`config.mk`:
```
export PLATFORM = sky130hd
export DESIGN_NAME = trace_top
export DESIGN_NICKNAME = d
export VERILOG_FILES = /design/src/hw/trace_pkg.sv /design/src/hw/trace_retire_if.sv /design/src/hw/trace_stage_if.sv /design/src/hw/trace_top.sv /design/src/hw/trace_retire_queue.sv /design/src/hw/trace_wb_stage.sv /design/src/hw/trace_ex_stage.sv
export SDC_FILE = /design/constraint.sdc
export NUM_CORES = 1
export LEC_CHECK = 0
export BUFFER_PORTS_ARGS = -buffer_cell sky130_fd_sc_hd__buf_2
export CORE_MARGIN = 5
export CORE_UTILIZATION = 45
export CTS_CLUSTER_DIAMETER = 200
export DETAILED_ROUTE_END_ITERATION = 12
export MAX_ROUTING_LAYER = met4
export SKIP_CTS_REPAIR_TIMING = 1
export SLEW_MARGIN = 20
export SYNTH_ARGS = -nofsm -noshare
export SYNTH_HDL_FRONTEND = slang
export SYNTH_HIERARCHICAL = 1
export SYNTH_SLANG_ARGS = --single-unit
export TNS_END_PERCENT = 10
```
`constraint.sdc`:
```
create_clock -name clk_i -period 4.4 [get_ports clk_i]
set_clock_uncertainty 0.1 [all_clocks]
set_input_delay 0.44 -clock clk_i [delete_from_list [all_inputs] [get_ports clk_i]]
set_output_delay 0.44 -clock clk_i [all_outputs]
set_load 0.01 [all_outputs]
```
`src/hw/trace_pkg.sv`:
```
// Record type, widths and opcode constants shared by every block of the retirement tracker
package trace_pkg;

  // Data and register address widths
  localparam int XLEN       = 32;
  localparam int REG_ADDR_W = 5;

  // Retire queue geometry, depth kept a power of two so pointers wrap naturally
  localparam int RETIRE_DEPTH = 4;
  localparam int RETIRE_PTR_W = $clog2(RETIRE_DEPTH);
  localparam int RETIRE_CNT_W = $clog2(RETIRE_DEPTH + 1);

  // ------------------------------------------------------------------
  // Instructions that need one extra retire cycle
  // ------------------------------------------------------------------
  localparam logic [31:0] INSTR_MRET     = 32'h3020_0073;
  localparam logic [31:0] INSTR_URET     = 32'h0020_0073;
  localparam logic [31:0] INSTR_EBREAK   = 32'h0010_0073;
  localparam logic [15:0] INSTR_C_EBREAK = 16'h9002;

  // One instruction in flight
  typedef struct packed {
    logic [XLEN-1:0]       pc;
    logic [XLEN-1:0]       instr;
    logic                  compressed;
    logic [REG_ADDR_W-1:0] rd;
    logic                  rd_written;
    logic [XLEN-1:0]       rd_value;
    logic                  delay_retire;
    logic                  misaligned;
  } trace_rec_t;

endpackage
```
`src/hw/trace_retire_if.sv`:
```
// Carries up to two retiring records per cycle from writeback into the retire queue
`timescale 1ns/1ns

interface trace_retire_if;
  import trace_pkg::*;

  // Older record, leaving the delay slot
  logic       old_valid;
  trace_rec_t old_rec;

  // Younger record, leaving writeback directly
  logic       young_valid;
  trace_rec_t young_rec;

  modport wb (
    output old_valid,
    output old_rec,
    output young_valid,
    output young_rec
  );

  modport queue (
    input  old_valid,
    input  old_rec,
    input  young_valid,
    input  young_rec
  );

endinterface

```
`src/hw/trace_stage_if.sv`:
```
// Hands one instruction record from the execute stage to the writeback stage
`timescale 1ns/1ns

interface trace_stage_if;
  import trace_pkg::*;

  // Record leaves execute on the edge that ends this pulse
  logic       move;
  trace_rec_t rec;

  // Writeback status seen by execute
  logic       wb_occupied;
  logic       wb_takes_write;

  modport ex (
    output move,
    output rec,
    input  wb_occupied,
    input  wb_takes_write
  );

  modport wb (
    input  move,
    input  rec,
    output wb_occupied,
    output wb_takes_write
  );

endinterface

```
`src/hw/trace_top.sv`:
```
// Top level of the retirement tracker, core strobes in and one retired record per cycle out
`timescale 1ns/1ns

module trace_top (
  input  logic                                clk_i,
  input  logic                                rst_n,
  input  logic [trace_pkg::XLEN-1:0]          pc_i,
  input  logic [trace_pkg::XLEN-1:0]          instr_i,
  input  logic                                compressed_i,
  input  logic                                id_valid_i,
  input  logic                                is_decoding_i,
  input  logic                                is_illegal_i,
  input  logic                                ex_valid_i,
  input  logic                                data_misaligned_i,
  input  logic                                ex_reg_we_i,
  input  logic [trace_pkg::REG_ADDR_W-1:0]    ex_reg_addr_i,
  input  logic [trace_pkg::XLEN-1:0]          ex_reg_wdata_i,
  input  logic                                wb_valid_i,
  input  logic                                wb_reg_we_i,
  input  logic [trace_pkg::REG_ADDR_W-1:0]    wb_reg_addr_i,
  input  logic [trace_pkg::XLEN-1:0]          wb_reg_wdata_i,
  output logic                                retire_valid_o,
  output logic [trace_pkg::XLEN-1:0]          retire_pc_o,
  output logic [trace_pkg::XLEN-1:0]          retire_instr_o,
  output logic                                retire_compressed_o,
  output logic [trace_pkg::REG_ADDR_W-1:0]    retire_rd_o,
  output logic                                retire_rd_written_o,
  output logic [trace_pkg::XLEN-1:0]          retire_rd_value_o
);
  import trace_pkg::*;

  trace_rec_t retire_rec;

  trace_stage_if  stage_if ();
  trace_retire_if retire_if ();

  // ------------------------------------------------------------------
  // Pipeline of records
  // ------------------------------------------------------------------
  trace_ex_stage u_ex (
    .clk_i             (clk_i),
    .rst_n             (rst_n),
    .pc_i              (pc_i),
    .instr_i           (instr_i),
    .compressed_i      (compressed_i),
    .id_valid_i        (id_valid_i),
    .is_decoding_i     (is_decoding_i),
    .is_illegal_i      (is_illegal_i),
    .ex_valid_i        (ex_valid_i),
    .data_misaligned_i (data_misaligned_i),
    .ex_reg_we_i       (ex_reg_we_i),
    .ex_reg_addr_i     (ex_reg_addr_i),
    .ex_reg_wdata_i    (ex_reg_wdata_i),
    .wb_reg_we_i       (wb_reg_we_i),
    .wb_reg_addr_i     (wb_reg_addr_i),
    .wb_reg_wdata_i    (wb_reg_wdata_i),
    .stage_o           (stage_if.ex)
  );

  trace_wb_stage u_wb (
    .clk_i          (clk_i),
    .rst_n          (rst_n),
    .wb_valid_i     (wb_valid_i),
    .wb_reg_we_i    (wb_reg_we_i),
    .wb_reg_addr_i  (wb_reg_addr_i),
    .wb_reg_wdata_i (wb_reg_wdata_i),
    .stage_i        (stage_if.wb),
    .retire_o       (retire_if.wb)
  );

  trace_retire_queue u_queue (
    .clk_i          (clk_i),
    .rst_n          (rst_n),
    .retire_i       (retire_if.queue),
    .retire_valid_o (retire_valid_o),
    .retire_rec_o   (retire_rec)
  );

  // Record fields out as plain ports
  assign retire_pc_o         = retire_rec.pc;
  assign retire_instr_o      = retire_rec.instr;
  assign retire_compressed_o = retire_rec.compressed;
  assign retire_rd_o         = retire_rec.rd;
  assign retire_rd_written_o = retire_rec.rd_written;
  assign retire_rd_value_o   = retire_rec.rd_value;

endmodule

```
`src/hw/trace_retire_queue.sv`:
```
// Circular retire buffer with two write lanes and one registered output per cycle
`timescale 1ns/1ns

module trace_retire_queue (
  input  logic                  clk_i,
  input  logic                  rst_n,
  trace_retire_if.queue         retire_i,
  output logic                  retire_valid_o,
  output trace_pkg::trace_rec_t retire_rec_o
);
  import trace_pkg::*;

  trace_rec_t              mem_q [RETIRE_DEPTH];
  logic [RETIRE_PTR_W-1:0] wr_ptr_q;
  logic [RETIRE_PTR_W-1:0] rd_ptr_q;
  logic [RETIRE_CNT_W-1:0] count_q;
  logic [RETIRE_PTR_W-1:0] young_ptr;
  logic [1:0]              wr_num;
  logic                    rd_en;

  assign rd_en     = (count_q != '0);
  assign wr_num    = {1'b0, retire_i.old_valid} + {1'b0, retire_i.young_valid};
  // Young lands behind old when both arrive together
  assign young_ptr = retire_i.old_valid ? wr_ptr_q + 1'b1 : wr_ptr_q;

  // ------------------------------------------------------------------
  // Storage
  // ------------------------------------------------------------------
  always_ff @(posedge clk_i) begin
    if (retire_i.old_valid) begin
      mem_q[wr_ptr_q] <= retire_i.old_rec;
    end
    if (retire_i.young_valid) begin
      mem_q[young_ptr] <= retire_i.young_rec;
    end
  end

  always_ff @(posedge clk_i or negedge rst_n) begin
    if (!rst_n) begin
      wr_ptr_q <= '0;
      rd_ptr_q <= '0;
      count_q  <= '0;
    end else begin
      wr_ptr_q <= wr_ptr_q + RETIRE_PTR_W'(wr_num);
      if (rd_en) begin
        rd_ptr_q <= rd_ptr_q + 1'b1;
      end
      count_q <= count_q + RETIRE_CNT_W'(wr_num) - RETIRE_CNT_W'(rd_en);
    end
  end

  // ------------------------------------------------------------------
  // Registered output, one record per cycle
  // ------------------------------------------------------------------
  always_ff @(posedge clk_i or negedge rst_n) begin
    if (!rst_n) begin
      retire_valid_o <= 1'b0;
    end else begin
      retire_valid_o <= rd_en;
    end
  end

  always_ff @(posedge clk_i) begin
    if (rd_en) begin
      retire_rec_o <= mem_q[rd_ptr_q];
    end
  end

  // Source pacing keeps the occupancy within the buffer
  assert property (@(posedge clk_i) disable iff (!rst_n)
    (int'(count_q) + int'(wr_num) - int'(rd_en)) <= RETIRE_DEPTH);

endmodule

```
`src/hw/trace_wb_stage.sv`:
```
// Writeback stage with a one-entry delay slot that turns records into retire strobes
`timescale 1ns/1ns

module trace_wb_stage (
  input  logic                                clk_i,
  input  logic                                rst_n,
  input  logic                                wb_valid_i,
  input  logic                                wb_reg_we_i,
  input  logic [trace_pkg::REG_ADDR_W-1:0]    wb_reg_addr_i,
  input  logic [trace_pkg::XLEN-1:0]          wb_reg_wdata_i,
  trace_stage_if.wb                           stage_i,
  trace_retire_if.wb                          retire_o
);
  import trace_pkg::*;

  logic       wb_full_q;
  trace_rec_t wb_rec_q;
  trace_rec_t wb_upd;
  logic       dly_full_q;
  trace_rec_t dly_rec_q;
  logic       wb_hit;
  logic       retire_now;

  // ------------------------------------------------------------------
  // Writeback slot
  // ------------------------------------------------------------------
  assign wb_hit     = wb_full_q && wb_reg_we_i && (wb_reg_addr_i == wb_rec_q.rd);
  assign retire_now = wb_full_q && wb_valid_i;

  always_comb begin
    wb_upd = wb_rec_q;
    if (wb_hit) begin
      wb_upd.rd_written = 1'b1;
      wb_upd.rd_value   = wb_reg_wdata_i;
    end
  end

  always_ff @(posedge clk_i or negedge rst_n) begin
    if (!rst_n) begin
      wb_full_q <= 1'b0;
    end else if (stage_i.move) begin
      wb_full_q <= 1'b1;
    end else if (retire_now) begin
      wb_full_q <= 1'b0;
    end
  end

  always_ff @(posedge clk_i) begin
    if (stage_i.move) begin
      wb_rec_q <= stage_i.rec;
    end else begin
      wb_rec_q <= wb_upd;
    end
  end

  // ------------------------------------------------------------------
  // Delay slot, always empties on the next edge
  // ------------------------------------------------------------------
  always_ff @(posedge clk_i or negedge rst_n) begin
    if (!rst_n) begin
      dly_full_q <= 1'b0;
    end else begin
      dly_full_q <= retire_now && wb_upd.delay_retire;
    end
  end

  always_ff @(posedge clk_i) begin
    dly_rec_q <= wb_upd;
  end

  // Writeback claims writeback-port writes while it holds a record
  assign stage_i.wb_occupied    = wb_full_q;
  assign stage_i.wb_takes_write = wb_full_q && wb_reg_we_i;

  // Delay slot record is older than the one retiring from writeback
  assign retire_o.old_valid   = dly_full_q;
  assign retire_o.old_rec     = dly_rec_q;
  assign retire_o.young_valid = retire_now && !wb_upd.delay_retire;
  assign retire_o.young_rec   = wb_upd;

  // Execute hands over only when writeback is free or retiring
  assert property (@(posedge clk_i) disable iff (!rst_n)
    stage_i.move |-> !wb_full_q || wb_valid_i);

  assert property (@(posedge clk_i) disable iff (!rst_n) wb_valid_i |-> wb_full_q);

endmodule

```
`src/hw/trace_ex_stage.sv`:
```
// Execute stage that opens a record per legal decode and collects its register writes
`timescale 1ns/1ns

module trace_ex_stage (
  input  logic                                clk_i,
  input  logic                                rst_n,
  input  logic [trace_pkg::XLEN-1:0]          pc_i,
  input  logic [trace_pkg::XLEN-1:0]          instr_i,
  input  logic                                compressed_i,
  input  logic                                id_valid_i,
  input  logic                                is_decoding_i,
  input  logic                                is_illegal_i,
  input  logic                                ex_valid_i,
  input  logic                                data_misaligned_i,
  input  logic                                ex_reg_we_i,
  input  logic [trace_pkg::REG_ADDR_W-1:0]    ex_reg_addr_i,
  input  logic [trace_pkg::XLEN-1:0]          ex_reg_wdata_i,
  input  logic                                wb_reg_we_i,
  input  logic [trace_pkg::REG_ADDR_W-1:0]    wb_reg_addr_i,
  input  logic [trace_pkg::XLEN-1:0]          wb_reg_wdata_i,
  trace_stage_if.ex                           stage_o
);
  import trace_pkg::*;

  logic       ex_full_q;
  trace_rec_t rec_q;
  trace_rec_t rec_new;
  trace_rec_t rec_upd;
  logic       create;
  logic       hold_misaligned;
  logic       leave;
  logic       is_delay_instr;
  logic       ex_hit;
  logic       wb_hit;

  assign create          = id_valid_i && is_decoding_i && !is_illegal_i;
  assign hold_misaligned = ex_full_q && ex_valid_i && data_misaligned_i;
  assign leave           = ex_full_q && ex_valid_i && !data_misaligned_i;

  // Returns and breakpoints retire one cycle late
  assign is_delay_instr = (instr_i == INSTR_MRET) || (instr_i == INSTR_URET) ||
                          (instr_i == INSTR_EBREAK) ||
                          (compressed_i && (instr_i[15:0] == INSTR_C_EBREAK));

  always_comb begin
    rec_new              = '0;
    rec_new.pc           = pc_i;
    rec_new.instr        = instr_i;
    rec_new.compressed   = compressed_i;
    rec_new.rd           = instr_i[11:7];
    rec_new.delay_retire = is_delay_instr;
  end

  // ------------------------------------------------------------------
  // Register write capture
  // ------------------------------------------------------------------
  assign ex_hit = ex_full_q && ex_reg_we_i && (ex_reg_addr_i == rec_q.rd);

  // A held misaligned access gets its load data through the writeback port
  assign wb_hit = ex_full_q && rec_q.misaligned && wb_reg_we_i &&
                  !stage_o.wb_takes_write && (wb_reg_addr_i == rec_q.rd);

  always_comb begin
    rec_upd = rec_q;
    if (ex_hit) begin
      rec_upd.rd_written = 1'b1;
      rec_upd.rd_value   = ex_reg_wdata_i;
    end
    if (wb_hit) begin
      rec_upd.rd_written = 1'b1;
      rec_upd.rd_value   = wb_reg_wdata_i;
    end
    if (hold_misaligned) begin
      rec_upd.misaligned = 1'b1;
    end
  end

  always_ff @(posedge clk_i or negedge rst_n) begin
    if (!rst_n) begin
      ex_full_q <= 1'b0;
    end else if (create) begin
      ex_full_q <= 1'b1;
    end else if (leave) begin
      ex_full_q <= 1'b0;
    end
  end

  // A new decode replaces the leaving record on the same edge
  always_ff @(posedge clk_i) begin
    if (create) begin
      rec_q <= rec_new;
    end else begin
      rec_q <= rec_upd;
    end
  end

  assign stage_o.move = leave;
  assign stage_o.rec  = rec_upd;

  // Execute writes always belong to the record held here
  assert property (@(posedge clk_i) disable iff (!rst_n) ex_reg_we_i |-> ex_full_q);

  // Every writeback write has an owner in writeback or a misaligned record here
  assert property (@(posedge clk_i) disable iff (!rst_n)
    wb_reg_we_i |-> stage_o.wb_occupied || (ex_full_q && rec_q.misaligned));

endmodule

```
Yosys cells after proc, flatten, opt, wreduce, memory -nomap -nowiden
Memories as Yosys holds them, arrays and structs flattened. A register that Yosys moved wholly into a read port is not among the register bits.
Index checks and enable logic that the tools add are counted.

word-level totals
  flip-flop bits (word level) = 326
  RAM bits = 420
  input bits = 149
  output and inout bits = 104
  memories kept = 1

memory list
  memory         depth  width  read ports  clocked after Yosys merged registers in  wr ports  RTL line                  RTL
  u_queue.mem_q  4      105    1           1                                        2         trace_retire_queue.sv:13  trace_rec_t mem_q [RETIRE_DEPTH];

cells by class
  add/subtract/negate cells = 6
  equal/unequal tests = 7
  multiplexer cells = 14
  reduce and logical (&&, ||, !) cells = 27

operator list
  kind                  count
  $mux 33               3
  $mux 35               1
  $eq 32x21->1 const B  1
  $eq 32x22->1 const B  1
  $eq 32x30->1 const B  1
  $logic_and 1x1->1     17
  $eq 16x16->1 const B  1
  $eq 5x5->1            3
  $mux 1                9
  $add 2x1->2 const B   2
  $logic_not 1->1       4
  $reduce_bool 2->1     2
  $add 3x2->3           1
  $logic_or 1x1->1      3
  $reduce_bool 3->1     1
  $sub 3x1->3           1
  $add 1x1->2           1
  $add 2x2->2           1
  $mux 2                1

Depth between registers and ports, before layout
  word-level depth = 6
  gate-level depth with buffers = 9
  depth with buffers taken out = 9

Cells and area by module
The synthesis kept the hierarchy.

modules (own cells, without submodules)
  module              instances  cells each  area an instance (um^2)
  trace_retire_queue  1          1171        23881.7
  trace_wb_stage      1          495         6980.4
  trace_ex_stage      1          450         4877.2

Worst setup path before layout
Ideal clock, no wire load.

  path type = in2reg
  start point = input ex_valid_i
  end point = register u_wb/wb_rec_q[26] in the netlist's numbering
  data arrival time = 4.500 ns
  slack = -0.336 ns
  stages = 7
  path through = nand2_1 -> nor2_1 -> inv_1 -> buf_2 -> clkbuf_1 -> nor2_1 -> a31oi_1

on the way
  cells in the longest elaborated chain, start to end = 3

ends and longest elaborated chain
  what                             RTL line              RTL
  start, declared                  trace_top.sv:13       input logic ex_valid_i,
  $logic_and 1x1->1 (2 in series)  trace_ex_stage.sv:38  assign leave = ex_full_q && ex_valid_i && !data_misaligned_i;
  via stage_if.move                trace_stage_if.sv:8   logic move;
  $mux 35                          trace_wb_stage.sv:49  if (stage_i.move) begin
  end signal, assigned             trace_wb_stage.sv:50  wb_rec_q <= stage_i.rec;
  end signal, assigned             trace_wb_stage.sv:52  wb_rec_q <= wb_upd;
  end, declared                    trace_wb_stage.sv:17  trace_rec_t wb_rec_q;

The timed path passes the listed nets, and every way through them passes these cells.
A chain may end at the register's enable or synchronous reset.

==> run_summary.xml <==
<?xml version="1.0" encoding="UTF-8"?>
<metrics>
  <group name="timing">
    <metric name="setup_slack" unit="ps">1250</metric>
    <metric name="timing.hold.ws" unit="ps">9.35</metric>
    <metric name="hold_violations" unit="">0</metric>
    <metric name="period_share" unit="">0.717</metric>
    <metric name="final-setup-viol-count" unit="">0</metric>
    <metric name="worstMarginPinSlew" unit="ps">1140</metric>
    <metric name="worst_slew_margin_rel" unit="">0.239</metric>
    <metric name="maxSlewViolCount" unit="">0</metric>
    <metric name="min_period" unit="ps">3150</metric>
    <metric name="timing.fmax" unit="MHz">317</metric>
    <metric name="setup_repair_after_global_routing_missed_its_margin" unit="">false</metric>
  </group>
  <group name="yosys">
    <metric name="ys_warnings" unit="">6</metric>
    <metric name="synth.avg_cell_area" unit="um^2">16.8</metric>
    <metric name="synth.cell_area" unit="um^2">35200</metric>
    <metric name="synthesis.nets" unit="">2250</metric>
    <metric name="synthCells" unit="">2091</metric>
  </group>
  <group name="worst_setup_path">
    <metric name="cp_delay_by_family_top" unit="">buffers and inverters</metric>
    <metric name="crit_path_start_kind" unit="">input pin</metric>
    <metric name="crit_fanout" unit="">37</metric>
    <metric name="critPathMostFrequentCell" unit="">sky130_fd_sc_hd__nand2_1</metric>
    <metric name="cp_slowest_stage_delay" unit="ps">610</metric>
    <metric name="timing.critical_path.slowest_stage_cell" unit="">sky130_fd_sc_hd__a21o_4</metric>
    <metric name="cell_chain_critical_path" unit="">dlygate4sd3_1, buf_2, nand2_1, nor2_1, nand2_1, o31ai_4, a21o_4, buf_4</metric>
    <metric name="critPathCaptureType" unit="">flip-flop</metric>
    <metric name="critical_path_class" unit="">input pin to flip-flop</metric>
    <metric name="critical_path_arrival" unit="ps">3350</metric>
    <metric name="worst-endpoint-required" unit="ps">4600</metric>
    <metric name="timing.critical_path.buf_inv" unit="">3</metric>
  </group>
  <group name="routing">
    <metric name="finalWirelength" unit="mm">83.9</metric>
    <metric name="vias" unit="">18900</metric>
    <metric name="drt_first_iter_violations" unit="">1137</metric>
    <metric name="drt-wirelength-per-cell" unit="um">24.8</metric>
    <metric name="dr.pass1.iters" unit="">5</metric>
    <metric name="post-route-drc-count" unit="">0</metric>
    <metric name="drtAntennaViolNets" unit="">0</metric>
    <metric name="via_per_inst" unit="">5.57</metric>
  </group>
  <group name="layout">
    <metric name="nets" unit="">2425</metric>
    <metric name="layout-area-overhead-vs-synth" unit="%">13.9</metric>
    <metric name="final_layout_size_suffix_gt1_frac" unit="">0.380</metric>
    <metric name="stdcell_count" unit="">3387</metric>
  </group>
  <group name="flow_run">
    <metric name="drv_cap" unit="">0</metric>
  </group>
  <group name="die">
    <metric name="fp-row-count" unit="">102</metric>
    <metric name="floorplan.die.width" unit="um">290</metric>
    <metric name="initial_core_utilization" unit="">0.454</metric>
    <metric name="coreArea" unit="um^2">77600</metric>
    <metric name="boundaryPins" unit="">253</metric>
    <metric name="die_area" unit="um^2">84000</metric>
    <metric name="die_y" unit="um">290</metric>
  </group>
  <group name="global_routing">
    <metric name="grt_antenna_before_repair" unit="">2</metric>
    <metric name="grt_pass1_wl" unit="mm">125</metric>
    <metric name="first_global_vias" unit="">19500</metric>
    <metric name="overflow_left_after_global_routing" unit="">0</metric>
    <metric name="grt_max_degree" unit="">104</metric>
    <metric name="grt_use_total" unit="">0.202</metric>
  </group>
  <group name="worst_hold_path">
    <metric name="min_path_type" unit="">input pin to flip-flop</metric>
  </group>
  <group name="place">
    <metric name="placed_cell_count" unit="">3143</metric>
    <metric name="gpl.final_weighted_congestion" unit="">0.828</metric>
    <metric name="place.detailed.hpwl" unit="mm">45.6</metric>
    <metric name="post-place-ws" unit="ps">1180</metric>
    <metric name="portBuffers" unit="">252</metric>
  </group>
  <group name="clocking">
    <metric name="clk_root_buffer_cell" unit="">sky130_fd_sc_hd__clkbuf_16</metric>
    <metric name="clkSlewWorstSetupHoldPaths" unit="ps">60</metric>
    <metric name="worst_skew_pair.late_latency" unit="ps">630</metric>
    <metric name="max-clock-path-buffers" unit="">3</metric>
    <metric name="htree_levels" unit="">3</metric>
    <metric name="tritoncts" unit="">done</metric>
    <metric name="clock_sink_count" unit="">833</metric>
    <metric name="cts_inserted_buffers" unit="">91</metric>
  </group>
  <group name="pwr">
    <metric name="cellPowerDensity" unit="nW/um^2">577</metric>
    <metric name="leakage" unit="nW">14.0</metric>
    <metric name="power.ir.vdd_worst" unit="mV">0.275</metric>
  </group>
  <group name="run_status">
    <metric name="status" unit="">finished, final reports clean</metric>
  </group>
</metrics>
## through the flow
step | TNS (ps) | total power (W) | util | instance area [um^2]
final | 0 | 0.0232 | 0.517 | 40100
after global routing | 0 | 0.0242 | 0.517 | 40100
after CTS | 0 | 0.0235 | 0.508 | 39400
after detailed placement | 0 | 0.0156 | 0.469 | 36400
after global placement | 0 | 0.0155 | 0.468 | 36300
after floorplan | -4630 | 0.0138 | - | 35200
## flip-flops by register name (all words and copies together), names as in the netlist, 3 cells and up
signal,flops
u_wb/retire_o.young_rec,71
u_ex/rec_q,34
u_queue/mem_q,412
u_wb/retire_o.old_rec,103
u_queue/count_q,3
u_queue/retire_rec_o,103
u_wb/wb_rec_q,33
u_ex/stage_o.rec,66
## where the power goes
group          total (W)  switching (W)  internal [W]
registers         0.0109       0.000770        0.0101
clock network    0.00776        0.00312       0.00463
logic            0.00453        0.00240       0.00213
total             0.0232        0.00629        0.0169
## final timing paths
kind	slack, ps	start	to	cells past startpoint
worst min-delay path	9	ex_reg_wdata_i[2]	u_ex/rec_q[4]	3
worst max register to register	1250	u_wb/stage_i.wb_occupied	u_queue/mem_q[3][29]	6
worst max-delay path	1250	wb_valid_i	u_queue/mem_q[3][29]	8
max in group asynchronous	3720	rst_n	u_queue/rd_ptr_q[0]	2
worst min register to register	320	u_ex/stage_o.rec[61]	u_wb/retire_o.young_rec[61]	0
min in group asynchronous	170	rst_n	u_queue/count_q[0]	2
## cell type report
type	instances	area, um^2
diodes	3	7.51
clock buffers	124	2530
clock inverters	47	524
fillers	6427	37500
inverters	13	52.6
multi-input cells	969	10100
flip-flops and latches	833	23300
well taps	1040	1300
repair buffers	358	2370
## worst min-delay path: stages
cell and delay (ps):
sky130_fd_sc_hd__buf_2 100, sky130_fd_sc_hd__nand3_1 70, sky130_fd_sc_hd__a31oi_1 80
## per-layer routing
metal	wire, um	track usage
met2	42500	0.334
met5	0	-
met3	4310	0.0346
met4	1720	0.0492
met1	35400	0.265
## layout by cell type, fill, tap and decap left out, types with 34 or more instances in the layout
| master | instances |
|---|---|
| sky130_fd_sc_hd__a31oi_1 | 96 |
| sky130_fd_sc_hd__buf_2 | 252 |
| sky130_fd_sc_hd__clkbuf_16 | 93 |
| sky130_fd_sc_hd__dfxtp_1 | 170 |
| sky130_fd_sc_hd__dlygate4sd3_1 | 70 |
| sky130_fd_sc_hd__edfxtp_1 | 652 |
| sky130_fd_sc_hd__mux2_1 | 117 |
| sky130_fd_sc_hd__mux2_2 | 295 |
| sky130_fd_sc_hd__mux4_2 | 103 |
| sky130_fd_sc_hd__nand2_1 | 41 |
| sky130_fd_sc_hd__nand3_1 | 34 |
| sky130_fd_sc_hd__nor2_1 | 36 |
| sky130_fd_sc_hd__nor3_1 | 34 |
| sky130_fd_sc_hd__o31ai_1 | 34 |
Power figures use the tool's default switching activity.
